<file path="src/design/rv_pkg.sv">
/*
 * Shared types and constants for the four-stage RV32I core.
 * Word accesses only, and the memory map assumes 32-bit aligned addresses.
 */
`default_nettype none

package rv_pkg;

	// Datapath and memory sizes
	localparam int XLEN      = 32;
	localparam int RAM_WORDS = 128;
	localparam int ROM_WORDS = 64;
	localparam int RAM_AW    = $clog2(RAM_WORDS);
	localparam int ROM_AW    = $clog2(ROM_WORDS);

	// Memory map
	localparam logic [XLEN-1:0] RAM_BASE       = 32'h1001_0000;
	localparam logic [XLEN-1:0] UART_DATA_ADDR = 32'h1001_0400;
	localparam logic [XLEN-1:0] UART_STAT_ADDR = 32'h1001_0404;

	// UART bit length in clocks
	localparam int CLKS_PER_BIT = 4;
	localparam int BAUD_CW      = $clog2(CLKS_PER_BIT);

	// addi x0, x0, 0
	localparam logic [XLEN-1:0] NOP_INSTR = 32'h0000_0013;

	// Major opcodes
	localparam logic [6:0] OP_R      = 7'b0110011;
	localparam logic [6:0] OP_IMM    = 7'b0010011;
	localparam logic [6:0] OP_LUI    = 7'b0110111;
	localparam logic [6:0] OP_LOAD   = 7'b0000011;
	localparam logic [6:0] OP_STORE  = 7'b0100011;
	localparam logic [6:0] OP_BRANCH = 7'b1100011;
	localparam logic [6:0] OP_JAL    = 7'b1101111;
	localparam logic [6:0] OP_JALR   = 7'b1100111;

	typedef enum logic [2:0] {
		ALU_ADD, ALU_SUB, ALU_AND, ALU_OR, ALU_XOR, ALU_SLT, ALU_PASS_B
	} alu_op_t;

	// Writeback source, same order as the four-input mux
	typedef enum logic [1:0] {WB_ALU, WB_MEM, WB_PC4, WB_IMM} wb_sel_t;

	typedef struct packed {
		logic [XLEN-1:0] pc;
		logic [XLEN-1:0] instr;
	} if_id_t;

	typedef struct packed {
		logic    alu_src_a; // 1 selects pc
		logic    alu_src_b; // 1 selects imm
		alu_op_t alu_op;
		logic    branch;
		logic    bne;
		logic    jump;
		logic    jalr;
		logic    mem_read;
		logic    mem_write;
		logic    reg_write;
		wb_sel_t wb_sel;
	} ctrl_t;

	localparam ctrl_t CTRL_NOP = '{alu_src_a: 1'b0, alu_src_b: 1'b0, alu_op: ALU_PASS_B,
		branch: 1'b0, bne: 1'b0, jump: 1'b0, jalr: 1'b0, mem_read: 1'b0,
		mem_write: 1'b0, reg_write: 1'b0, wb_sel: WB_ALU};

	typedef struct packed {
		logic [XLEN-1:0] pc;
		logic [XLEN-1:0] rs1_val;
		logic [XLEN-1:0] rs2_val;
		logic [XLEN-1:0] imm;
		logic [4:0]      rd;
		ctrl_t           ctrl;
	} id_ex_t;

	typedef struct packed {
		logic [XLEN-1:0] alu_result;
		logic [XLEN-1:0] store_data;
		logic [XLEN-1:0] pc_plus_4;
		logic [XLEN-1:0] imm;
		logic [4:0]      rd;
		logic            mem_read;
		logic            mem_write;
		logic            reg_write;
		wb_sel_t         wb_sel;
	} ex_mem_t;

	// Wishbone master request and slave response
	typedef struct packed {
		logic            cyc;
		logic            stb;
		logic            we;
		logic [XLEN-1:0] adr;
		logic [XLEN-1:0] dat;
	} wb_req_t;

	typedef struct packed {
		logic            ack;
		logic [XLEN-1:0] dat;
	} wb_rsp_t;

	typedef struct packed {
		logic            en;
		logic [4:0]      rd;
		logic [XLEN-1:0] data;
	} reg_wr_t;

endpackage

`default_nettype wire

</file>
<file path="src/design/rv_decode.sv">
/*
 * Decode stage with the register file. Writes land before reads in the same cycle.
 * No hazard detection; unsupported opcodes and funct codes decode as a NOP.
 */
`default_nettype none

module rv_decode (
	input  wire                     i_clk,
	input  wire                     i_reset,
	input  wire                     i_stall,
	input  wire                     i_flush,
	input  wire  rv_pkg::if_id_t    i_if_id,
	input  wire  rv_pkg::reg_wr_t   i_reg_wr,
	output rv_pkg::id_ex_t          o_id_ex
);

	logic [rv_pkg::XLEN-1:0] regs [32];
	logic [rv_pkg::XLEN-1:0] ins;
	logic [rv_pkg::XLEN-1:0] imm;
	logic [rv_pkg::XLEN-1:0] rs1_val;
	logic [rv_pkg::XLEN-1:0] rs2_val;
	logic [6:0]              opcode;
	logic [2:0]              funct3;
	logic [4:0]              rs1;
	logic [4:0]              rs2;
	rv_pkg::ctrl_t           ctrl;

	assign ins    = i_if_id.instr;
	assign opcode = ins[6:0];
	assign funct3 = ins[14:12];
	assign rs1    = ins[19:15];
	assign rs2    = ins[24:20];

	// Register file, x0 never written
	always_ff @(posedge i_clk) begin
		if (i_reg_wr.en && i_reg_wr.rd != 5'd0)
			regs[i_reg_wr.rd] <= i_reg_wr.data;
	end

	// Read with write-first bypass
	always_comb begin
		if (rs1 == 5'd0)
			rs1_val = '0;
		else if (i_reg_wr.en && i_reg_wr.rd == rs1)
			rs1_val = i_reg_wr.data;
		else
			rs1_val = regs[rs1];
		if (rs2 == 5'd0)
			rs2_val = '0;
		else if (i_reg_wr.en && i_reg_wr.rd == rs2)
			rs2_val = i_reg_wr.data;
		else
			rs2_val = regs[rs2];
	end

	// Immediate by format
	always_comb begin
		case (opcode)
			rv_pkg::OP_STORE:  imm = {{20{ins[31]}}, ins[31:25], ins[11:7]};
			rv_pkg::OP_BRANCH: imm = {{19{ins[31]}}, ins[31], ins[7], ins[30:25], ins[11:8], 1'b0};
			rv_pkg::OP_LUI:    imm = {ins[31:12], 12'b0};
			rv_pkg::OP_JAL:    imm = {{11{ins[31]}}, ins[31], ins[19:12], ins[20], ins[30:21], 1'b0};
			default:           imm = {{20{ins[31]}}, ins[31:20]};
		endcase
	end

	// Control decode
	always_comb begin
		ctrl = rv_pkg::CTRL_NOP;
		case (opcode)
			rv_pkg::OP_R: begin
				ctrl.reg_write = 1'b1;
				case (funct3)
					3'b000:  ctrl.alu_op = ins[30] ? rv_pkg::ALU_SUB : rv_pkg::ALU_ADD;
					3'b111:  ctrl.alu_op = rv_pkg::ALU_AND;
					3'b110:  ctrl.alu_op = rv_pkg::ALU_OR;
					3'b100:  ctrl.alu_op = rv_pkg::ALU_XOR;
					3'b010:  ctrl.alu_op = rv_pkg::ALU_SLT;
					default: ctrl = rv_pkg::CTRL_NOP;
				endcase
			end
			rv_pkg::OP_IMM: begin
				ctrl.reg_write = 1'b1;
				ctrl.alu_src_b = 1'b1;
				case (funct3)
					3'b000:  ctrl.alu_op = rv_pkg::ALU_ADD;
					3'b111:  ctrl.alu_op = rv_pkg::ALU_AND;
					3'b110:  ctrl.alu_op = rv_pkg::ALU_OR;
					default: ctrl = rv_pkg::CTRL_NOP;
				endcase
			end
			rv_pkg::OP_LUI: begin
				ctrl.reg_write = 1'b1;
				ctrl.wb_sel    = rv_pkg::WB_IMM;
			end
			rv_pkg::OP_LOAD: begin
				if (funct3 == 3'b010) begin
					ctrl.alu_src_b = 1'b1;
					ctrl.alu_op    = rv_pkg::ALU_ADD;
					ctrl.mem_read  = 1'b1;
					ctrl.reg_write = 1'b1;
					ctrl.wb_sel    = rv_pkg::WB_MEM;
				end
			end
			rv_pkg::OP_STORE: begin
				if (funct3 == 3'b010) begin
					ctrl.alu_src_b = 1'b1;
					ctrl.alu_op    = rv_pkg::ALU_ADD;
					ctrl.mem_write = 1'b1;
				end
			end
			rv_pkg::OP_BRANCH: begin
				// Compare by subtraction, beq and bne only
				if (funct3[2:1] == 2'b00) begin
					ctrl.alu_op = rv_pkg::ALU_SUB;
					ctrl.branch = 1'b1;
					ctrl.bne    = funct3[0];
				end
			end
			rv_pkg::OP_JAL: begin
				ctrl.alu_src_a = 1'b1;
				ctrl.alu_src_b = 1'b1;
				ctrl.alu_op    = rv_pkg::ALU_ADD;
				ctrl.jump      = 1'b1;
				ctrl.reg_write = 1'b1;
				ctrl.wb_sel    = rv_pkg::WB_PC4;
			end
			rv_pkg::OP_JALR: begin
				ctrl.alu_src_b = 1'b1;
				ctrl.alu_op    = rv_pkg::ALU_ADD;
				ctrl.jump      = 1'b1;
				ctrl.jalr      = 1'b1;
				ctrl.reg_write = 1'b1;
				ctrl.wb_sel    = rv_pkg::WB_PC4;
			end
			default: ctrl = rv_pkg::CTRL_NOP;
		endcase
	end

	always_ff @(posedge i_clk) begin
		if (i_reset) begin
			o_id_ex.ctrl <= rv_pkg::CTRL_NOP;
		end else if (!i_stall) begin
			o_id_ex.pc      <= i_if_id.pc;
			o_id_ex.rs1_val <= rs1_val;
			o_id_ex.rs2_val <= rs2_val;
			o_id_ex.imm     <= imm;
			o_id_ex.rd      <= ins[11:7];
			// Squash when a taken branch sits in execute
			o_id_ex.ctrl    <= i_flush ? rv_pkg::CTRL_NOP : ctrl;
		end
	end

endmodule

`default_nettype wire

</file>
<file path="config.mk">
export PLATFORM = sky130hd
export DESIGN_NAME = rv_decode
export DESIGN_NICKNAME = d
export VERILOG_FILES = /design/src/design/rv_pkg.sv /design/src/design/rv_decode.sv
export SDC_FILE = /design/constraint.sdc
export NUM_CORES = 1
export LEC_CHECK = 0
export BUFFER_PORTS_ARGS = -buffer_cell sky130_fd_sc_hd__buf_2
export CORE_MARGIN = 8
export CORE_UTILIZATION = 28
export CTS_BUF_LIST = sky130_fd_sc_hd__clkbuf_8 sky130_fd_sc_hd__clkbuf_16
export CTS_CLUSTER_DIAMETER = 120
export DETAILED_ROUTE_END_ITERATION = 10
export PLACE_DENSITY = 0.41
export SYNTH_ARGS = -nofsm -noshare
export SYNTH_HDL_FRONTEND = slang
export SYNTH_SLANG_ARGS = --single-unit
</file>
<file path="constraint.sdc">
create_clock -name i_clk -period 9.78 [get_ports i_clk]
set_clock_uncertainty 0.15 [all_clocks]
set_input_delay 0.978 -clock i_clk [delete_from_list [all_inputs] [get_ports i_clk]]
set_output_delay 0.978 -clock i_clk [all_outputs]
set_load 0.1 [all_outputs]
</file>
## Word-level counts from Yosys, hierarchy flattened

Memories as Yosys holds them, arrays and structs flattened. A register that Yosys moved wholly into a read port is not among the register bits.
Index checks and enable logic that the tools add are counted.

- Input port bits: 106
- Logic and storage cells: 63
- RAM bits: 1024
- Output and inout port bits: 147
- Register bits after elaboration: 83
- Memories kept: 1

- Bitwise gates (word level): 2
- Equality and inequality tests: 12
- Multiplexer cells: 23
- Reduce and logical (&&, ||, !) cells: 11

Memories:

| memory | words | bits a word | rd ports | clocked after Yosys merged registers in | write ports | line | RTL |
|---|---|---|---|---|---|---|---|
| regs | 32 | 32 | 2 | 2 | 1 | rv_decode.sv:17 | `logic [rv_pkg::XLEN-1:0] regs [32];` |

Operators by type and width:

| cell | number |
|---|---|
| $pmux W31 S4 | 1 |
| $pmux W3 S5 | 3 |
| $eq A7 B6 Y1 const B | 3 |
| $eq A7 B7 Y1 const B | 3 |
| $pmux W1 S3 | 5 |
| $mux W14 | 1 |
| $logic_not A5 Y1 | 2 |
| $eq A3 B3 Y1 const B | 3 |
| $mux W3 | 3 |
| $pmux W3 S3 | 1 |
| $eq A7 B2 Y1 const B | 1 |
| $eq A7 B5 Y1 const B | 1 |
| $pmux W2 S3 | 1 |
| $mux W1 | 5 |
| $mux W5 | 1 |
| $reduce_bool A5 Y1 | 1 |
| $reduce_or A5 Y1 | 1 |
| $mux W4 | 1 |
| $reduce_or A2 Y1 | 2 |
| $eq A3 B2 Y1 const B | 1 |
| $logic_not A3 Y1 | 1 |
| $reduce_or A3 Y1 | 1 |
| $logic_not A2 Y1 | 1 |
| $not A1 Y1 | 2 |
| 3 further kinds | 3 |

## Longest topological paths before layout

Gate-level depths: netlist of run 1.

- Word-level depth: 5
- Depth in mapped cells: 9
- Gate-level depth less buffers: 5

## Least setup slack after synthesis of run 1

OpenSTA, ideal clock, no wires.

- Path type: input-to-reg
- From: input i_stall
- To: register, netlist name o_id_ex[100]
- Required time: 9.002 ns
- Path buffers: 1
- Cell stages on the path: 2
- Setup slack: 2.275 ns
- Arrival: 6.727 ns
- Library setup time: 0.628 ns
- Cells stage by stage: clkbuf_1 -> nor2_1

- Longest elaborated chain between the ends: 2

Ends and longest elaborated chain:

| element | line | RTL |
|---|---|---|
| start: declaration | rv_decode.sv:10 | `input wire i_stall,` |
| $not A1 Y1 (no source line) | - |  |
| $reduce_and A2 Y1 (no source line) | - |  |

No other way between the ends.
A chain may end at the register's enable or synchronous reset.

## Final worst setup path of run 1

- From: input i_if_id[15] (netlist name)
- To: register, netlist name o_id_ex[100]

- Longest elaborated chain between the ends: 1

Ends and longest elaborated chain:

| element | line | RTL |
|---|---|---|
| start: declaration | rv_decode.sv:12 | `input wire rv_pkg::if_id_t i_if_id,` |
| $logic_not A5 Y1 | rv_decode.sv:42 | `if (rs1 == 5'd0)` |

Parallel ways exist; a longest one is shown, timed or not.

==> flow_metrics.env, run 1 <==
export IMPL_cts_resized=0
export IMPL_synth_common_cells="edfxtp_1 (1,157), mux4_2 (447), mux2i_1 (146)"
export IMPL_holdPathStages=1
export IMPL_slowest_stage="buf_4"
export IMPL_period_minus_slack_ns=4.14
export IMPL_ant_nets=0
export IMPL_final_area_sq_um=61100
export IMPL_yosys_area_top_type="edfxtp_1"
export IMPL_yosys_area_share_simple_pct=2.28
export IMPL_via_per_inst=5.51
export IMPL_ys_flop_type="edfxtp_1"
export IMPL_gp_congestion=0.775
export IMPL_synth_async_reset_ratio_pct=0
export IMPL_wl_per_cell_um=35.8
export IMPL_cts_buffers=138
export IMPL_holdPathEnd="o_id_ex[146]"
export IMPL_port_buffers=252
export IMPL_dieArea_sq_um=200000
export IMPL_grt_max_degree=134
export IMPL_mappedNetlistArea_sq_um=52200
export IMPL_rr_startpoint="regs[29][7]"
export IMPL_grt_antenna_before_repair=23
export IMPL_cts_tree="done"
export IMPL_synth_mux_area_share_pct=22.8
export IMPL_initial_utilization_pct=28.2
export IMPL_wl_mm=198
export IMPL_cts_root_buf="clkbuf_16"
export IMPL_synth_top_family_by_area="multiplexers"
export IMPL_power_density_nw_per_um2=195
export IMPL_vias=30500
export IMPL_cts_htree_levels=4
export IMPL_drtIter0Drc=3011
export IMPL_end_kind="register"
export IMPL_core_area_sq_um=185000
export IMPL_synth_seq_cells=1171
export IMPL_yosys_area_top_type_share_pct=66.6
export IMPL_grt_overflow_total=0
export IMPL_rsz0062_at_grt="no"
export IMPL_finalSetupTns_ns=0
export IMPL_grtUsageMet3_pct=4.26
export IMPL_outcome="finished clean"
export IMPL_hold_class="primary input to register"
export IMPL_leakagePower_uw=0.0196
export IMPL_crit_chain="buf_8 -> xor2_1 -> a2111oi_0 -> and4_2 -> nor2_4 -> buf_4 -> a32o_1"
export IMPL_synthTopCellsByArea="edfxtp_1 (67%), mux4_2 (19%), mux2i_1 (2.8%)"
export IMPL_grt_pass1_vias=31800
export IMPL_area_growth_pct=17.0
export IMPL_drc=0
export IMPL_use_met1_pct=24.0
export IMPL_ctsLongestPathBuffers=3
export IMPL_synth_enable_flop_cells=1157
export IMPL_synth_xor_area_share_pct=0.168
export IMPL_r2r_cells=4
export IMPL_critPathBufInv=2
export IMPL_track_usage_pct=19.3
export IMPL_finalSetupViolations=0
export IMPL_crit_required_ns=10.17
export IMPL_ys_types=55
export IMPL_reg2reg_slack_ns=7.55
export IMPL_fmax_mhz=242
export IMPL_worstHoldStart="i_if_id[63]"
export IMPL_synth_seq_area_share_pct=67.1
export IMPL_cts_setup_buffers=0
export IMPL_tightestPinTransition_ns=1.19
export IMPL_slew_viol_final=0
export IMPL_arrival_ns=4.53
export IMPL_fp_row_count=158
export IMPL_crit_fanout=31
export IMPL_hold_violations=0
export IMPL_dp_cells=5280
export IMPL_met2_usage_pct=32.7
export IMPL_maxCapViolations=0
export IMPL_cp_start_kind="primary input"
export IMPL_cts_sinks=1171
export IMPL_fin_crit_sh_pct=42.3
export IMPL_rr_endpoint="o_id_ex[58]"
export IMPL_clkLatencyLatePin_ns=0.80
export IMPL_synth_compound_area_share_pct=5.63
export IMPL_slew_headroom_pct=21.0
export IMPL_synth_fa_ha_area_share_pct=0
export IMPL_ir_worst_vdd_uv=137
export IMPL_io_pins=253
export IMPL_final_cells=5540
export IMPL_die_h_um=448
export IMPL_cp_top_family="simple AND/OR/NAND/NOR gates"
export IMPL_die_x_um=448
export IMPL_worst_path_largest_cell_delay_ns=0.70
export IMPL_path_class="primary input to register"
export IMPL_placed_cell_area_sq_um=56600
export IMPL_busiest_layer="met2"
export IMPL_n_fill_cell=17500
export IMPL_clkTransAtPathRegs_ns=0.05
export IMPL_grt_first_pass_wirelength_mm=268
export IMPL_nets=3047
export IMPL_yosys_warnings=0
export IMPL_drive_above_1_share_pct=34.3
export IMPL_synthCells=2668
export IMPL_synth_avg_cell_area_sq_um=19.6
export IMPL_place_hpwl_mm=107
export IMPL_firstDrtPassIters=7
export IMPL_cts_hold_buf=0
export IMPL_synth_most_common_cell="edfxtp_1"
worst max path at each step:
| stage | from | to | slack, ns | depth (start not counted) |
|---|---|---|---|---|
| floorplan | i_stall | o_id_ex[100] | 2.28 | 2 |
| global placement | i_if_id[15] | o_id_ex[100] | 4.77 | 7 |
| detailed placement | i_if_id[15] | o_id_ex[100] | 4.79 | 7 |
| CTS | i_if_id[15] | o_id_ex[100] | 5.61 | 7 |
| global route | i_if_id[20] | o_id_ex[72] | 5.54 | 7 |
| finish | i_if_id[15] | o_id_ex[100] | 5.64 | 7 |
where the power goes:
| part | leakage (uW) | total, uW | switching, uW | internal [uW] |
|---|---|---|---|---|
| clock | 0.00228 | 5090 | 2170 | 2920 |
| sequential | 0.0106 | 5680 | 46.2 | 5630 |
| combinational | 0.00670 | 1170 | 806 | 361 |
registers in the layout (all words and copies together), names as in the netlist:
| name | cells |
|---|---|
| o_id_ex | 147 |
| regs | 1024 |
cell usage in the layout, fill, tap and decap left out, drive strengths merged, types with 44 or more instances in the layout:
| cell type | n |
|---|---|
| inv | 44 |
| o22ai | 144 |
| nand2 | 85 |
| edfxtp | 1157 |
| clkbuf | 142 |
| nor2 | 52 |
| mux4 | 447 |
| clkinv | 55 |
| buf | 323 |
| mux2i | 146 |
cell families after synthesis:
family | Yosys count
AO/OA/AOI/OAI | 394
XOR/XNOR | 10
buffers and inverters | 225
flip-flops | 1171
multiplexers | 626
other | 1
AND/OR/NAND/NOR | 241
area by class of cell:
cell class                      instances  area [sq um]  share of cell area, %
Clock buffer                          141          3530                   5.78
Inverter                                3          11.3                 0.0184
Multi-Input combinational cell       1303         16600                   27.1
Antenna cell                            8          20.0                 0.0328
Sequential cell                      1171         35000                   57.4
Timing Repair Buffer                  324          1920                   3.15
Clock inverter                        110           888                   1.45
Tap cell                             2480          3100                   5.08
through the flow:
stage,setup WS [ns],hold slack (ns),power (uW),util (%)
finish,5.64,0.222,11900,33.0
global route,5.54,0.176,12300,33.0
CTS,5.61,0.164,12100,32.9
detailed placement,4.79,0.305,6960,30.6
global placement,4.77,0.302,6950,30.6
floorplan,2.28,0.615,6550,-
metal layers:
metal,routed length (um),share of wire (%),vias up
met5,26,0.013,-
met4,7950,4.0,4
met3,13800,7.0,375
met2,97900,49,1406
met1,78300,40,16600
li1,-,-,12100
(Power assumes the default switching activity.)
==> run 2, diff against run 1 <==
--- a/config.mk
+++ b/config.mk
@@ -11,7 +11,7 @@
 export CTS_BUF_LIST = sky130_fd_sc_hd__clkbuf_8 sky130_fd_sc_hd__clkbuf_16
 export CTS_CLUSTER_DIAMETER = 120
 export DETAILED_ROUTE_END_ITERATION = 10
-export PLACE_DENSITY = 0.41
+export PLACE_DENSITY = 0.42
 export SYNTH_ARGS = -nofsm -noshare
 export SYNTH_HDL_FRONTEND = slang
 export SYNTH_SLANG_ARGS = --single-unit
==> constraint.sdc (replaced) <==
create_clock -name i_clk -period 3.8 [get_ports i_clk]
set_clock_uncertainty 0.15 [all_clocks]
set_input_delay 0.38 -clock i_clk [delete_from_list [all_inputs] [get_ports i_clk]]
set_output_delay 0.38 -clock i_clk [all_outputs]
set_load 0.1 [all_outputs]
==> run 2 against run 1 <==
  * Power rose to 2.5 times the previous value
  * Hold slack worse by 0.071 ns
  * Largest power group unchanged
  * Sequential power rose to 2.6 times the previous value
  * Clock power up 150%
  * Wire length up 1.0%
  * Non-clock buffer count up 165
  * Core utilization up 1.0 points
  * Global-route usage up 0.24 points
  * Critical path depth up 3
  * First-iteration DRC count about the same
  * Critical path type unchanged
  * Sequential cell count unchanged
==> flow_metrics.env, run 2 (same netlist as run 1, synthesis figures left out) <==
export IMPL_final_area_sq_um=62900
export IMPL_path_class="primary input to register"
export IMPL_hold_class="primary input to register"
export IMPL_holdPathStages=3
export IMPL_fp_row_count=158
export IMPL_grt_antenna_before_repair=18
export IMPL_final_cells=5692
export IMPL_drive_above_1_share_pct=34.5
export IMPL_post_place_ws_ns=-0.000910
export IMPL_dp_cells=5350
export IMPL_grt_pass1_vias=33100
export IMPL_grt_max_degree=78
export IMPL_largest_register="regs"
export IMPL_clkTransAtPathRegs_ns=0.06
export IMPL_crit_fanout=7
export IMPL_rr_startpoint="regs[29][4]"
export IMPL_period_minus_slack_ns=3.24
export IMPL_dieArea_sq_um=200000
export IMPL_outcome="finished clean"
export IMPL_via_per_inst=5.50
export IMPL_placed_cell_area_sq_um=57700
export IMPL_clkLatencyLatePin_ns=0.78
export IMPL_cts_tree="done"
export IMPL_tightestPinTransition_ns=1.27
export IMPL_leakagePower_uw=0.0204
export IMPL_nets=3211
export IMPL_firstDrtPassIters=5
export IMPL_ir_worst_vdd_uv=316
export IMPL_gp_congestion=0.804
export IMPL_fmax_mhz=308
export IMPL_port_buffers=252
export IMPL_slew_viol_final=0
export IMPL_wl_mm=200
export IMPL_place_hpwl_mm=113
export IMPL_initial_utilization_pct=28.2
export IMPL_finalSetupViolations=0
export IMPL_hold_violations=0
export IMPL_wl_per_cell_um=35.1
export IMPL_fin_ws_ns=0.557
export IMPL_die_x_um=448
export IMPL_final_cell_mix="edfxtp_1 (1,157), mux4_2 (447), buf_2 (245)"
export IMPL_rsz0062_at_grt="no"
export IMPL_maxCapViolations=0
export IMPL_cp_start_kind="primary input"
export IMPL_power_density_nw_per_um2=483
export IMPL_arrival_ns=3.80
export IMPL_largest_register_ffs=1024
export IMPL_cts_htree_levels=4
export IMPL_vias=31300
export IMPL_crit_required_ns=4.36
export IMPL_fin_crit_sh_pct=85.3
export IMPL_core_area_sq_um=185000
export IMPL_drc=0
export IMPL_reg2reg_slack_ns=1.56
export IMPL_rr_endpoint="o_id_ex[55]"
export IMPL_final_common_cell="edfxtp_1"
export IMPL_reg_top3="regs (1024), o_id_ex (147)"
export IMPL_end_kind="register"
export IMPL_io_pins=253
export IMPL_grt_first_pass_wirelength_mm=274
export IMPL_cts_root_buf="clkbuf_16"
export IMPL_r2r_cells=4
export IMPL_slew_headroom_pct=15.6
export IMPL_cts_sinks=1171
export IMPL_holdPathEnd="o_id_ex[88]"
export IMPL_worstHoldStart="i_if_id[18]"
export IMPL_track_usage_pct=19.5
export IMPL_area_growth_pct=20.6
export IMPL_ctsLongestPathBuffers=3
export IMPL_drtIter0Drc=3012
export IMPL_cts_buffers=137
export IMPL_ant_nets=0
export IMPL_grt_overflow_total=0
export IMPL_cts_resized=0
export IMPL_die_h_um=448
==> run 2: cell types whose count changed in the layout (fill, tap and decap cells not counted), sizes merged <==
| cell | change |
|---|---|
| buf | +70 |
| bufinv | -4 |
| clkbuf | +2 |
| clkinv | -3 |
| clkinvlp | -1 |
| diode | -3 |
| dlygate4sd3 | +96 |
| inv | -5 |
==> run 2: cell type report <==
class / count / area (sq um)
antenna: 5 / 12.5
clock buffer: 144 / 3590
clock inverter: 97 / 644
fill: 17500 / 122000
inverter: 3 / 11.3
multi-input combinational: 1303 / 16500
sequential: 1171 / 35000
tap: 2480 / 3100
timing repair buffer: 489 / 4000
==> run 2: metal layers <==
metal | vias to the layer above | global-route usage [%] | part of all wire, %
li1 | 12500 | - | -
met1 | 17200 | 24.8 | 40
met2 | 1378 | 34.3 | 51
met3 | 309 | 3.25 | 6.1
met4 | 2 | 5.59 | 2.9
met5 | - | 0 | 0.0060
==> run 2: worst max-delay path by stage <==
stage,endpoint,from
6_report,o_id_ex[7],i_if_id[3]
5_1_grt,o_id_ex[7],i_if_id[5]
4_1_cts,o_id_ex[7],i_if_id[3]
3_5_place_dp,o_id_ex[101],i_if_id[19]
3_3_place_gp,o_id_ex[100],i_if_id[19]
2_1_floorplan,o_id_ex[100],i_stall
==> run 2: metrics by stage <==
step / util, % / setup TNS, ns / total power (uW) / hold slack (ns)
2_1_floorplan: - / 0 / 16800 / 0.299
3_5_place_dp: 31.2 / -0.000910 / 18000 / 0.306
5_1_grt: 34.0 / 0 / 31300 / 0.105
4_1_cts: 34.0 / 0 / 30700 / 0.0804
6_report: 34.0 / 0 / 30400 / 0.150
3_3_place_gp: 31.2 / -0.0511 / 18000 / 0.302
==> run 2: critical path, cell delays in order <==
cell	delay, ns
dlygate4sd3_1	0.54
buf_2	0.17
and4bb_1	0.37
nand3_1	0.20
nor4_1	0.19
dlygate4sd3_1	0.61
nand3b_1	0.07
dlygate4sd3_1	0.56
a21oi_1	0.15
dlygate4sd3_1	0.55
==> run 2: timing repair <==
item,in CTS,in global routing
setup buffers,0,0
endpoints found under the hold margin,1092,0
hold buffers,96,0
==> run 2: report_power, final <==
part	switching (uW)	internal, uW
logic	2090	1060
registers	132	14500
clock network	5330	7270
total	7550	22800
